`src/common/SpikeGenPkg.sv`:
```
package SpikeGenPkg;

  ///////////////////////////////
  // Widths and counts

  // Host word fields
  localparam int NPCcode = 8;
  localparam int NPCdata = 24;
  localparam int NPCin = NPCcode + NPCdata;

  // Spike events
  localparam int Ntag = 11;
  // Saturates at all ones
  localparam int Nct = 9;

  // Generator array
  localparam int Ngens = 8;
  localparam int NgenIdx = 3;
  localparam int Nperiod = 16;

  // Time unit length in clocks
  localparam int Nunit = 16;

  // Both IO FIFOs
  localparam int FIFOdepth = 4;

  ///////////////////////////////
  // Host opcodes

  localparam logic [NPCcode-1:0] CodeSetUnit = 8'd1;
  localparam logic [NPCcode-1:0] CodeSetTag = 8'd2;
  localparam logic [NPCcode-1:0] CodeSetGen = 8'd3;

  ///////////////////////////////
  // Payload types

  typedef struct packed {
    logic [NPCcode-1:0] code;
    logic [NPCdata-1:0] data;
  } PCWord;

  typedef struct packed {
    logic [Ntag-1:0] tag;
    logic [Nct-1:0] ct;
  } TagCt;

  // One per generator, written by the parser
  typedef struct packed {
    logic [Ntag-1:0] tag;
    logic [Nperiod-1:0] period;
    logic en;
  } GenConf;

endpackage

```
`src/common/TagCtChannel.sv`:
```
// Spike event channel
// Transfer completes on a clk edge with v and a both high
interface TagCtChannel
  import SpikeGenPkg::*;
();

  // Payload, held stable by the producer while v waits for a
  logic [Ntag-1:0] tag;
  logic [Nct-1:0] ct;

  // Handshake
  logic v;
  logic a;

  // Generator or merger output side
  modport producer (output tag, ct, v, input a);

  // Merger input or FIFO side
  modport consumer (input tag, ct, v, output a);

endinterface

```
`src/ChannelFIFO.sv`:
```
// Valid/ack FIFO, payload type set per instance
module ChannelFIFO
  import SpikeGenPkg::*;
#(
  parameter type T = PCWord
) (
  input  logic clk,
  input  logic arstN,
  input  T     inData,
  input  logic inV,
  output logic inA,
  output T     outData,
  output logic outV,
  input  logic outA
);

  // Storage, no reset
  T mem [FIFOdepth];

  logic [$clog2(FIFOdepth)-1:0] wrPtr;
  logic [$clog2(FIFOdepth)-1:0] rdPtr;
  logic [$clog2(FIFOdepth+1)-1:0] count;
  logic push;
  logic pop;

  // Accept whenever a slot is free
  assign inA = count != FIFOdepth;
  assign outV = count != 0;
  assign outData = mem[rdPtr];

  assign push = inV && inA;
  assign pop = outV && outA;

  always_ff @(posedge clk) begin
    if (push) begin
      mem[wrPtr] <= inData;
    end
  end

  // Pointers wrap at the depth
  always_ff @(posedge clk or negedge arstN) begin
    if (!arstN) begin
      wrPtr <= '0;
      rdPtr <= '0;
      count <= '0;
    end else begin
      if (push) begin
        wrPtr <= (wrPtr == FIFOdepth - 1) ? '0 : wrPtr + 1'b1;
      end
      if (pop) begin
        rdPtr <= (rdPtr == FIFOdepth - 1) ? '0 : rdPtr + 1'b1;
      end
      case ({push, pop})
        2'b10: count <= count + 1'b1;
        2'b01: count <= count - 1'b1;
        default: count <= count;
      endcase
    end
  end

  // No write into a full buffer
  assert property (@(posedge clk) disable iff (!arstN)
    push |-> count < FIFOdepth)
    else $error("ChannelFIFO write accepted while full");

endmodule

```
`src/PCParser.sv`:
```
// Host word decoder
// Word held one cycle, then written into the config registers
module PCParser
  import SpikeGenPkg::*;
(
  input  logic                    clk,
  input  logic                    arstN,
  input  PCWord                   inData,
  input  logic                    inV,
  output logic                    inA,
  output logic [Nunit-1:0]        unitLen,
  output GenConf [Ngens-1:0]      genConf,
  output logic [Ngens-1:0]        genRestart
);

  PCWord wordQ;
  logic wordV;
  logic [NgenIdx-1:0] idx;

  // Never stalls the input FIFO
  assign inA = inV;

  // Generator index sits in the top data bits
  assign idx = wordQ.data[NPCdata-1 -: NgenIdx];

  ///////////////////////////////
  // Capture stage

  always_ff @(posedge clk) begin
    if (inV) begin
      wordQ <= inData;
    end
  end

  always_ff @(posedge clk or negedge arstN) begin
    if (!arstN) begin
      wordV <= 1'b0;
    end else begin
      wordV <= inV;
    end
  end

  ///////////////////////////////
  // Config registers

  always_ff @(posedge clk or negedge arstN) begin
    if (!arstN) begin
      unitLen <= '0;
      genConf <= '0;
    end else if (wordV) begin
      case (wordQ.code)
        CodeSetUnit: unitLen <= wordQ.data[Nunit-1:0];
        CodeSetTag: genConf[idx].tag <= wordQ.data[Ntag-1:0];
        CodeSetGen: begin
          genConf[idx].en <= wordQ.data[NPCdata-NgenIdx-1];
          genConf[idx].period <= wordQ.data[Nperiod-1:0];
        end
        // Unknown codes dropped
        default: ;
      endcase
    end
  end

  // Restart lands on the same edge as the new period
  always_comb begin
    for (int i = 0; i < Ngens; i++) begin
      genRestart[i] = wordV && (wordQ.code == CodeSetGen) && (idx == i);
    end
  end

endmodule

```
`src/TimeMgr.sv`:
```
// Time unit pulse generator
module TimeMgr
  import SpikeGenPkg::*;
(
  input  logic             clk,
  input  logic             arstN,
  input  logic [Nunit-1:0] unitLen,
  output logic             unitPulse
);

  logic [Nunit-1:0] lenQ;
  logic [Nunit-1:0] cnt;
  logic lenChanged;
  logic wrap;

  // New length seen one cycle before the copy catches up
  assign lenChanged = unitLen != lenQ;
  assign wrap = cnt == unitLen - 1'b1;

  always_ff @(posedge clk or negedge arstN) begin
    if (!arstN) begin
      lenQ <= '0;
      cnt <= '0;
    end else begin
      lenQ <= unitLen;
      // Zero length parks the counter
      if (lenChanged || unitLen == '0 || wrap) begin
        cnt <= '0;
      end else begin
        cnt <= cnt + 1'b1;
      end
    end
  end

  // One cycle per unit, suppressed while the length settles
  assign unitPulse = !lenChanged && (unitLen != '0) && wrap;

endmodule

```
`src/SpikeGen/SpikeGenerator.sv`:
```
// Single spike generator
// Counts time units, queues a spike every period
module SpikeGenerator
  import SpikeGenPkg::*;
(
  input  logic                 clk,
  input  logic                 arstN,
  input  GenConf               conf,
  input  logic                 restart,
  input  logic                 unitPulse,
  TagCtChannel.producer        out
);

  logic [Nperiod-1:0] unitCnt;
  logic [Nperiod-1:0] nextCnt;
  logic [Nct-1:0] pending;
  logic counting;
  logic fire;
  logic accepted;

  assign nextCnt = unitCnt + 1'b1;
  // Zero period or disabled means idle
  assign counting = unitPulse && conf.en && (conf.period != '0);
  // Restart wins over a coincident pulse
  assign fire = counting && !restart && (nextCnt == conf.period);
  assign accepted = out.v && out.a;

  always_ff @(posedge clk or negedge arstN) begin
    if (!arstN) begin
      unitCnt <= '0;
      pending <= '0;
    end else begin
      // Unit counter
      if (restart || fire) begin
        unitCnt <= '0;
      end else if (counting) begin
        unitCnt <= nextCnt;
      end
      // Pending spikes, saturating
      if (accepted) begin
        pending <= fire ? Nct'(1) : '0;
      end else if (fire && pending != '1) begin
        pending <= pending + 1'b1;
      end
    end
  end

  assign out.tag = conf.tag;
  assign out.ct = pending;
  assign out.v = pending != '0;

  // Waiting event never shrinks or vanishes before it is taken
  assert property (@(posedge clk) disable iff (!arstN)
    out.v && !out.a |=> out.v && (out.ct != '0) && (out.ct >= $past(out.ct)))
    else $error("SpikeGenerator lost pending count while waiting");

endmodule

```
`src/SpikeGen/SpikeGenMerge.sv`:
```
// Round-robin merge of all generator channels
module SpikeGenMerge
  import SpikeGenPkg::*;
(
  input  logic             clk,
  input  logic             arstN,
  TagCtChannel.consumer    in [Ngens],
  TagCtChannel.producer    out
);

  logic [Ngens-1:0] reqV;
  TagCt reqData [Ngens];
  TagCt outQ;
  logic outV;
  logic load;
  logic grantAny;
  logic [NgenIdx-1:0] grantIdx;
  logic [NgenIdx-1:0] lastGrant;

  // Output slot free or draining this cycle
  assign load = !outV || out.a;

  ///////////////////////////////
  // Requests and acks

  for (genvar i = 0; i < Ngens; i++) begin : gReq
    assign reqV[i] = in[i].v;
    assign reqData[i] = {in[i].tag, in[i].ct};
    assign in[i].a = load && grantAny && (grantIdx == i);
  end

  // Search starts just past the last winner
  always_comb begin
    grantAny = 1'b0;
    grantIdx = lastGrant;
    for (int k = 1; k <= Ngens; k++) begin
      if (!grantAny && reqV[(int'(lastGrant) + k) % Ngens]) begin
        grantAny = 1'b1;
        grantIdx = NgenIdx'((int'(lastGrant) + k) % Ngens);
      end
    end
  end

  ///////////////////////////////
  // Output register

  always_ff @(posedge clk) begin
    if (load && grantAny) begin
      outQ <= reqData[grantIdx];
    end
  end

  always_ff @(posedge clk or negedge arstN) begin
    if (!arstN) begin
      outV <= 1'b0;
      lastGrant <= NgenIdx'(Ngens - 1);
    end else if (load) begin
      outV <= grantAny;
      if (grantAny) begin
        lastGrant <= grantIdx;
      end
    end
  end

  assign out.tag = outQ.tag;
  assign out.ct = outQ.ct;
  assign out.v = outV;

  // Stalled output must hold its event
  assert property (@(posedge clk) disable iff (!arstN)
    outV && !out.a |=> outV && $stable(outQ))
    else $error("SpikeGenMerge output changed while stalled");

endmodule

```
`src/SpikeGen/SpikeGenArray.sv`:
```
// Generator bank plus merger
module SpikeGenArray
  import SpikeGenPkg::*;
(
  input  logic                clk,
  input  logic                arstN,
  input  GenConf [Ngens-1:0]  genConf,
  input  logic [Ngens-1:0]    genRestart,
  input  logic                unitPulse,
  TagCtChannel.producer       out
);

  // One channel per generator
  TagCtChannel genCh [Ngens] ();

  ///////////////////////////////
  // Generators

  for (genvar i = 0; i < Ngens; i++) begin : gGen
    SpikeGenerator gen (
      .clk(clk),
      .arstN(arstN),
      .conf(genConf[i]),
      .restart(genRestart[i]),
      .unitPulse(unitPulse),
      .out(genCh[i])
    );
  end

  ///////////////////////////////
  // Merge into one stream

  SpikeGenMerge merge (
    .clk(clk),
    .arstN(arstN),
    .in(genCh),
    .out(out)
  );

endmodule

```
`src/SpikeGenCore.sv`:
```
// Host word in, tag/count events out
module SpikeGenCore
  import SpikeGenPkg::*;
(
  input  logic             clk,
  input  logic             arstN,
  // Host side
  input  logic [NPCin-1:0] pcInData,
  input  logic             pcInV,
  output logic             pcInA,
  // Event side
  output logic [Ntag-1:0]  tagOut,
  output logic [Nct-1:0]   ctOut,
  output logic             tagV,
  input  logic             tagA
);

  // Input FIFO to parser
  PCWord pcWord;
  logic pcWordV;
  logic pcWordA;

  // Config and timing
  logic [Nunit-1:0] unitLen;
  GenConf [Ngens-1:0] genConf;
  logic [Ngens-1:0] genRestart;
  logic unitPulse;

  // Merged events, before and after the output FIFO
  TagCtChannel mergedCh ();
  TagCt tagCtOut;

  ///////////////////////////////
  // Config path

  ChannelFIFO #(.T(PCWord)) inFifo (
    .clk(clk), .arstN(arstN),
    .inData(pcInData), .inV(pcInV), .inA(pcInA),
    .outData(pcWord), .outV(pcWordV), .outA(pcWordA)
  );

  PCParser pcParser (
    .clk(clk), .arstN(arstN),
    .inData(pcWord), .inV(pcWordV), .inA(pcWordA),
    .unitLen(unitLen), .genConf(genConf), .genRestart(genRestart)
  );

  TimeMgr timeMgr (.clk(clk), .arstN(arstN), .unitLen(unitLen), .unitPulse(unitPulse));

  ///////////////////////////////
  // Spike path

  SpikeGenArray genArray (
    .clk(clk), .arstN(arstN),
    .genConf(genConf), .genRestart(genRestart), .unitPulse(unitPulse),
    .out(mergedCh)
  );

  ChannelFIFO #(.T(TagCt)) outFifo (
    .clk(clk), .arstN(arstN),
    .inData({mergedCh.tag, mergedCh.ct}), .inV(mergedCh.v), .inA(mergedCh.a),
    .outData(tagCtOut), .outV(tagV), .outA(tagA)
  );

  assign tagOut = tagCtOut.tag;
  assign ctOut = tagCtOut.ct;

endmodule

```
`config.mk`:
```
export PLATFORM = sky130hd
export DESIGN_NAME = SpikeGenCore
export DESIGN_NICKNAME = d
export VERILOG_FILES = /design/src/common/SpikeGenPkg.sv /design/src/common/TagCtChannel.sv /design/src/ChannelFIFO.sv /design/src/PCParser.sv /design/src/TimeMgr.sv /design/src/SpikeGen/SpikeGenerator.sv /design/src/SpikeGen/SpikeGenMerge.sv /design/src/SpikeGen/SpikeGenArray.sv /design/src/SpikeGenCore.sv
export SDC_FILE = /design/constraint.sdc
export NUM_CORES = 1
export LEC_CHECK = 0
export BUFFER_PORTS_ARGS = -buffer_cell sky130_fd_sc_hd__buf_2
export CORE_ASPECT_RATIO = 1.25
export CORE_UTILIZATION = 38
export CTS_BUF_LIST = sky130_fd_sc_hd__clkbuf_8
export CTS_CLUSTER_SIZE = 14
export DETAILED_ROUTE_END_ITERATION = 6
export MAX_ROUTING_LAYER = met4
export SYNTH_ARGS = -nofsm -noshare
export SYNTH_HDL_FRONTEND = slang
export SYNTH_SLANG_ARGS = --single-unit
export TNS_END_PERCENT = 100
```
`constraint.sdc`:
```
create_clock -name clk -period 6.4 [get_ports clk]
set_input_delay 0.64 -clock clk [delete_from_list [all_inputs] [get_ports clk]]
set_output_delay 0.64 -clock clk [all_outputs]
set_load 0.05 [all_outputs]
```
=== Yosys cells after proc, flatten, opt, wreduce, memory -nomap -nowiden ===
Memories as Yosys holds them, arrays and structs flattened. A register that Yosys moved wholly into a read port is not among the register bits.
Index checks and enable logic that the tools add are counted.
W data, S select, Z words.

* Bits in registers: 511
* RAM bits: 208
* Bits of input ports: 36
* Output and inout bits: 22
* Memories: 2

* Add/subtract/negate cells: 34
* $lt $le $gt $ge: 11
* Equality and inequality tests: 45
* Mux-type cells: 104
* Bitwise gates (word level): 9
* Reduce and logical (&&, ||, !) cells: 159

{| class="wikitable"
|+ Memories
! memory !! depth !! bits a word !! rd ports !! clocked after Yosys merged registers in !! write ports !! RTL line !! RTL
|-
| inFifo.mem || 4 || 32 || 1 || 1 || 1 || ChannelFIFO.sv:18 || <nowiki>T mem [FIFOdepth];</nowiki>
|-
| outFifo.mem || 4 || 20 || 1 || 0 || 1 || ChannelFIFO.sv:18 ||
|}

{| class="wikitable"
|+ Operators with widths
! operator !! count
|-
| $bwmux W224 || 3
|-
| $pmux W224 S2 || 1
|-
| $mux W16 || 17
|-
| $demux W28 S3 || 3
|-
| $add A16 B1 Y16 const B || 9
|-
| $eq A16 B16 Y1 || 9
|-
| $mux W9 || 16
|-
| $reduce_bool A16 Y1 || 9
|-
| $logic_and A1 B1 Y1 || 79
|-
| $add A9 B1 Y9 const B || 8
|-
| $ne A9 B9 Y1 const B || 8
|-
| $reduce_bool A9 Y1 || 8
|-
| $bmux W20 S3 || 1
|-
| $lt A4 B5 Y1 const B || 8
|-
| $mux W20 || 2
|-
| $reduce_bool A2 Y1 || 19
|-
| $mux W1 || 37
|-
| $mux W28 || 1
|-
| $bmux W1 S3 || 8
|-
| $eq A3 B3 Y1 const B || 8
|-
| $mux W3 || 8
|-
| $reduce_or A3 Y1 || 8
|-
| $logic_not A1 Y1 || 17
|-
| $mux W17 || 1
|-
| 26 further kinds || 74
|}

=== Longest topological paths before layout ===
* Depth in word-level cells: 32
* Depth in mapped cells: 17

=== Cells and area by module ===
A second synthesis with hierarchy kept.

* Cell total of the unflattened synthesis: 3431
* Area, all modules: 40073.4 um^2

{| class="wikitable"
|+ By module, submodules not included
! module !! times used !! cells each !! area an instance (um^2)
|-
| SpikeGenerator (genArray.gGen[0].gen ...) || 6 || 234 || 2003.2
|-
| PCParser || 1 || 580 || 10062.2
|-
| ChannelFIFO (inFifo) || 1 || 208 || 5067.4
|-
| SpikeGenerator (genArray.gGen[6].gen ...) || 2 || 241 || 2014.4
|-
| SpikeGenMerge || 1 || 394 || 3497.1
|-
| ChannelFIFO (outFifo) || 1 || 144 || 3334.4
|-
| TimeMgr || 1 || 219 || 2064.5
|}

=== Least setup slack after synthesis ===
Ideal clock, no wire load.

* Path kind: register to register
* From: register genArray.merge.lastGrant[0]
* To: register genArray.merge.outQ (netlist bit genArray.merge.out.tag[1]), data pin
* Library setup time: 0.275 ns
* Data arrival time: 4.034 ns
* Data required time: 6.125 ns
* Setup slack: 2.091 ns
* Stages on the path, launching flop included: 14
* Path buffers: 4
* Period minus slack after synthesis: 4.309 ns
* Cells stage by stage: dfstp_2 > clkbuf_1 > inv_1 > buf_2 > ha_1 > clkbuf_1 > mux4_2 > nor4_2 > a22o_1 > o211a_2 > buf_2 > mux2_2 > a22oi_1 > o221ai_1

* Cells in the longest elaborated chain, start to end: 30
* Elaborated cells between the ends (all ways): 65

{| class="wikitable"
|+ Ends and longest elaborated chain
! what !! RTL line !! RTL
|-
| start: declaration || SpikeGenMerge.sv:18 || <nowiki>logic [NgenIdx-1:0] lastGrant;</nowiki>
|-
| start signal: assignment || SpikeGenMerge.sv:56 || <nowiki>lastGrant <= NgenIdx'(Ngens - 1);</nowiki>
|-
| start signal: assignment || SpikeGenMerge.sv:60 || <nowiki>lastGrant <= grantIdx;</nowiki>
|-
| $add A3 B1 Y3 || SpikeGenMerge.sv:37, SpikeGenMerge.sv:39 ||
|-
| $bmux W1 S3 || SpikeGenMerge.sv:37 || <nowiki>if (!grantAny && reqV[(int'(lastGrant) + k) % Ngens]) begin</nowiki>
|-
| $mux W1 (implied by the code) (2 in series) || SpikeGenMerge.sv:37 ||
|-
| $mux W1 || SpikeGenMerge.sv:37 ||
|-
| $logic_not A1 Y1 || SpikeGenMerge.sv:37 ||
|-
| $logic_and A1 B1 Y1 || SpikeGenMerge.sv:37 ||
|-
| $mux W1 || SpikeGenMerge.sv:37 ||
|-
| $logic_not A1 Y1 || SpikeGenMerge.sv:37 ||
|-
| (+12 left out) || - ||
|-
| $logic_and A1 B1 Y1 || SpikeGenMerge.sv:37 ||
|-
| $mux W1 || SpikeGenMerge.sv:37 ||
|-
| $logic_not A1 Y1 || SpikeGenMerge.sv:37 ||
|-
| $logic_and A1 B1 Y1 || SpikeGenMerge.sv:37 ||
|-
| $mux W3 (*) || SpikeGenMerge.sv:37 ||
|-
| $not A3 Y4 (implied by the code) (*) || SpikeGenMerge.sv:49 || <nowiki>outQ <= reqData[grantIdx];</nowiki>
|-
| $bmux W20 S3 (*) || SpikeGenMerge.sv:49 ||
|-
| $mux W20 (implied by the code) (*) (2 in series) || SpikeGenMerge.sv:49 ||
|-
| end signal: assignment || SpikeGenMerge.sv:49 ||
|-
| end: declaration || SpikeGenMerge.sv:13 || <nowiki>TagCt outQ;</nowiki>
|}

Mark *: on every way between the ends. The rest lies on a longest branch, timed or not. The select of a mux whose other input is x is not followed.
A chain may end at the register's enable or synchronous reset.

=== Worst setup path in the final report ===
* From: register genArray.merge.lastGrant[1]
* To: register genArray.merge.outQ (netlist bit genArray.merge.out.ct[6]), data pin

The elaborated chain is that of the path after synthesis.

==> results.ini <==
[layout]
drive_gt1_share_pct = 19.5
nets = 3393
synthToLayoutAreaGrowth_pct = 12.1

[sta]
tightest_slew_ns = 1.34
fin_setup_tns_ns = 0
setup_viol = 0
setup_ws_ns = 0.926
rsz0062_at_grt = no
min_period_ns = 5.47
final-max-slew-violation-count = 0
slew_headroom_pct = 10.5
period_share_pct = 85.5
hold_viol_final = 0
max_freq_ghz = 0.183
skew_ns = 0.0630

[clock_network]
insertion_delay_ns = 0.80
cts.sinks = 731
cts_max_path_buffers = 3
clkTransAtPathRegs_ns = 0.07
cts-root-buf = clkbuf_8
hold_buffers = 15
cts_buffers = 121
cts.htree.levels = 3
ctsResizeCount = 0
cts_setup_buffers = 0
cts_tree = built

[yosys]
ys_async_sr_fraction_pct = 67.2
yosys_register_bits = 731
synth_edf_count = 240
synth_commonest_cells = dfrtp_1, mux2_2, edfxtp_1
yosysTopAreaCellShare_pct = 32.8
postSynthAreaPerCell_sq_um = 11.6
synthFlopType = dfrtp_1
synth_top_cell_by_area = dfrtp_1
synth_cell_types = 97
yosysWarnings = 0
synth_most_common_cell = dfrtp_1
syn_inst = 3221
ys_seq_area_share_pct = 52.3
synth.top_cells.by_area = dfrtp_1, edfxtp_1, mux2_2
synth_area_sq_um = 37300
syn_nets = 3308

[drt]
vias = 25600
dr_wl_met2_um = 45100
route.met3.wl_um = 3810
wl_met1_um = 40100
drt-total-wl_um = 91300
viasPerCell = 5.42
drtAntennaViolNets = 0
drtPass1Iterations = 5
top_layer = met4
drt_first_iter_violations = 1754
drc = 0
wl_per_cell_um = 19.4

[power_and_ir_drop]
cellLeakagePower_nw = 17.1
internal_power_mw = 8.87
combPwrFrac_pct = 17.5
switchingPower_mw = 4.09
ir_worst_vdd_mv = 0.244
swShare_pct = 31.5
p_clk_share_pct = 34.3
power.density_nw_per_um2 = 310
power.share.sequential_pct = 48.2

[flow_run]
cap_violations = 0

[worst_setup_path]
critPathLaunchType = flop
crit_family = compound AO/OA/AOI/OAI gates
cp.required_ns = 6.90
timing.critical_path.buf_inv = 3
slowest_stage = o211a_2
rrSetupSlack_ns = 0.93
slowest_delay_ns = 0.77
endpoint_kind = flop
path_class = reg2reg
crit_arrival_ns = 5.98
path_cells = inv_1 -> ha_1 -> clkinv_1 -> mux4_2 -> nor4_2 -> a22o_1 -> o211a_2 -> buf_4 -> mux2_2 -> a22oi_1 -> o221ai_1
path_max_fanout = 28

[place]
gp_congestion = 0.885
pre_cts_slack_ns = 0.956
dpl.hpwl_um = 60900
io_buffers = 53

[status]
status = completed

[die]
start_util_pct = 38.3
die_w_um = 282
rows = 128
die_h_um = 352
design.die.area_sq_um = 99300
coreArea_sq_um = 97400
pin_count = 58

[global_routing]
grt.overflow.total = 0
grt_use_total_pct = 19.1
antenna_found_initial = 5
grt_pass1_wl_um = 146000
grt_pass1_vias = 25400
grt_max_degree = 166

[worst_hold_path]
hp-class = in2reg

## kinds of logic after synthesis
logic type,synth area share (%)
adder cells (fa/ha/maj),1.75
flip-flops,52.3
multiplexers,13.1
buffers and inverters,2.65
XOR/XNOR,6.94
AO/OA/AOI/OAI,8.27
AND/OR/NAND/NOR,14.9
## cells in the final DEF, fill, tap and decap left out, types with 16 or more instances in the layout
cell,n
a211oi_1,16
a21oi_1,74
a31oi_1,18
and2_1,25
and3_1,46
and4_1,27
buf_2,52
buf_4,51
clkbuf_8,137
clkinv_2,26
dfrtp_1,487
edfxtp_1,240
ha_1,49
inv_1,127
mux2_2,253
mux2i_1,50
mux4_2,62
nand2_1,207
nand2b_1,27
nand3_1,129
nand4_1,74
nor2_1,215
nor2b_1,21
nor3_1,53
nor4_1,72
o21ai_0,205
o221ai_1,16
o31ai_1,49
or3_1,30
or4_1,18
xnor2_1,179
xor2_1,106
## final cells by class
type,instances,area [sq um]
antenna,1,2.50
clock buffer,137,1890
clock inverter,94,764
fill,9296,55600
inverter,86,323
multi-input combinational,2244,16800
sequential,731,19500
tap,1300,1630
timing repair buffer,122,868
## registers in the layout, summed over array words and instances, names as in the netlist, 25 cells and up
| register | count |
|---|---|
| genArray.gGen.gen.unitCnt | 128 |
| outFifo.mem | 80 |
| pcParser.genConf | 224 |
| pcParser.wordQ | 25 |
| genArray.gGen.gen.out.ct | 72 |
| inFifo.mem | 112 |
## worst reg2reg max path, stage by stage, from the launching register on
cell and delay (ns):
dfstp_2 0.66, inv_1 0.31, ha_1 0.67, clkinv_1 0.38, mux4_2 0.62, nor4_2 0.51
a22o_1 0.24, o211a_2 0.77, buf_4 0.36, mux2_2 0.37, a22oi_1 0.21, o221ai_1 0.15
## power groups by stage
| stage | clock (mW) | combinational [mW] | sequential [mW] |
|---|---|---|---|
| detailed placement | 0 | 2.28 | 6.35 |
| global placement | 0 | 2.25 | 6.34 |
| CTS | 4.57 | 2.30 | 6.27 |
| finish | 4.45 | 2.26 | 6.25 |
| global route | 4.78 | 2.48 | 6.33 |
| floorplan | 0 | 1.84 | 5.75 |
## metrics by stage
step	hold WS (ns)	utilization (%)	total power [mW]	cells	area [sq um]
after floorplan	0.344	-	7.60	3221	37300
after global routing	0.0452	42.9	13.6	4715	41800
after CTS	0.00000339	42.9	13.1	4714	41800
after detailed placement	0.486	40.0	8.64	4468	39000
final	0.0761	42.9	13.0	4715	41800
after global placement	0.481	40.0	8.59	4468	39000
## worst paths after layout
kind                                                         start                                          end  cells after the start
max                        genArray.merge.lastGrant[1]$_DFFE_PN1N_           genArray.merge.out.ct[6]$_DFFE_PN_                     11
min                                                   pcInData[10]                  inFifo.mem[2][10]$_DFFE_PP_                      1
max reg2reg                genArray.merge.lastGrant[1]$_DFFE_PN1N_           genArray.merge.out.ct[6]$_DFFE_PN_                     11
min reg2reg                      pcParser.genConf[166]$_DFFE_PN0P_            pcParser.genConf[166]$_DFFE_PN0P_                      1
max in group asynchronous                                    arstN  genArray.gGen[5].gen.unitCnt[8]$_DFFE_PN0P_                      3
min in group asynchronous                                    arstN              pcParser.unitLen[0]$_DFFE_PN0P_                      2
## layer usage
layer | global-route usage [%] | vias to the layer above
li1 | - | 12100
met1 | 24.5 | 12800
met2 | 31.1 | 517
met3 | 2.59 | 153
met4 | 6.28 | 0
met5 | - | -
Power figures use the tool's default switching activity.
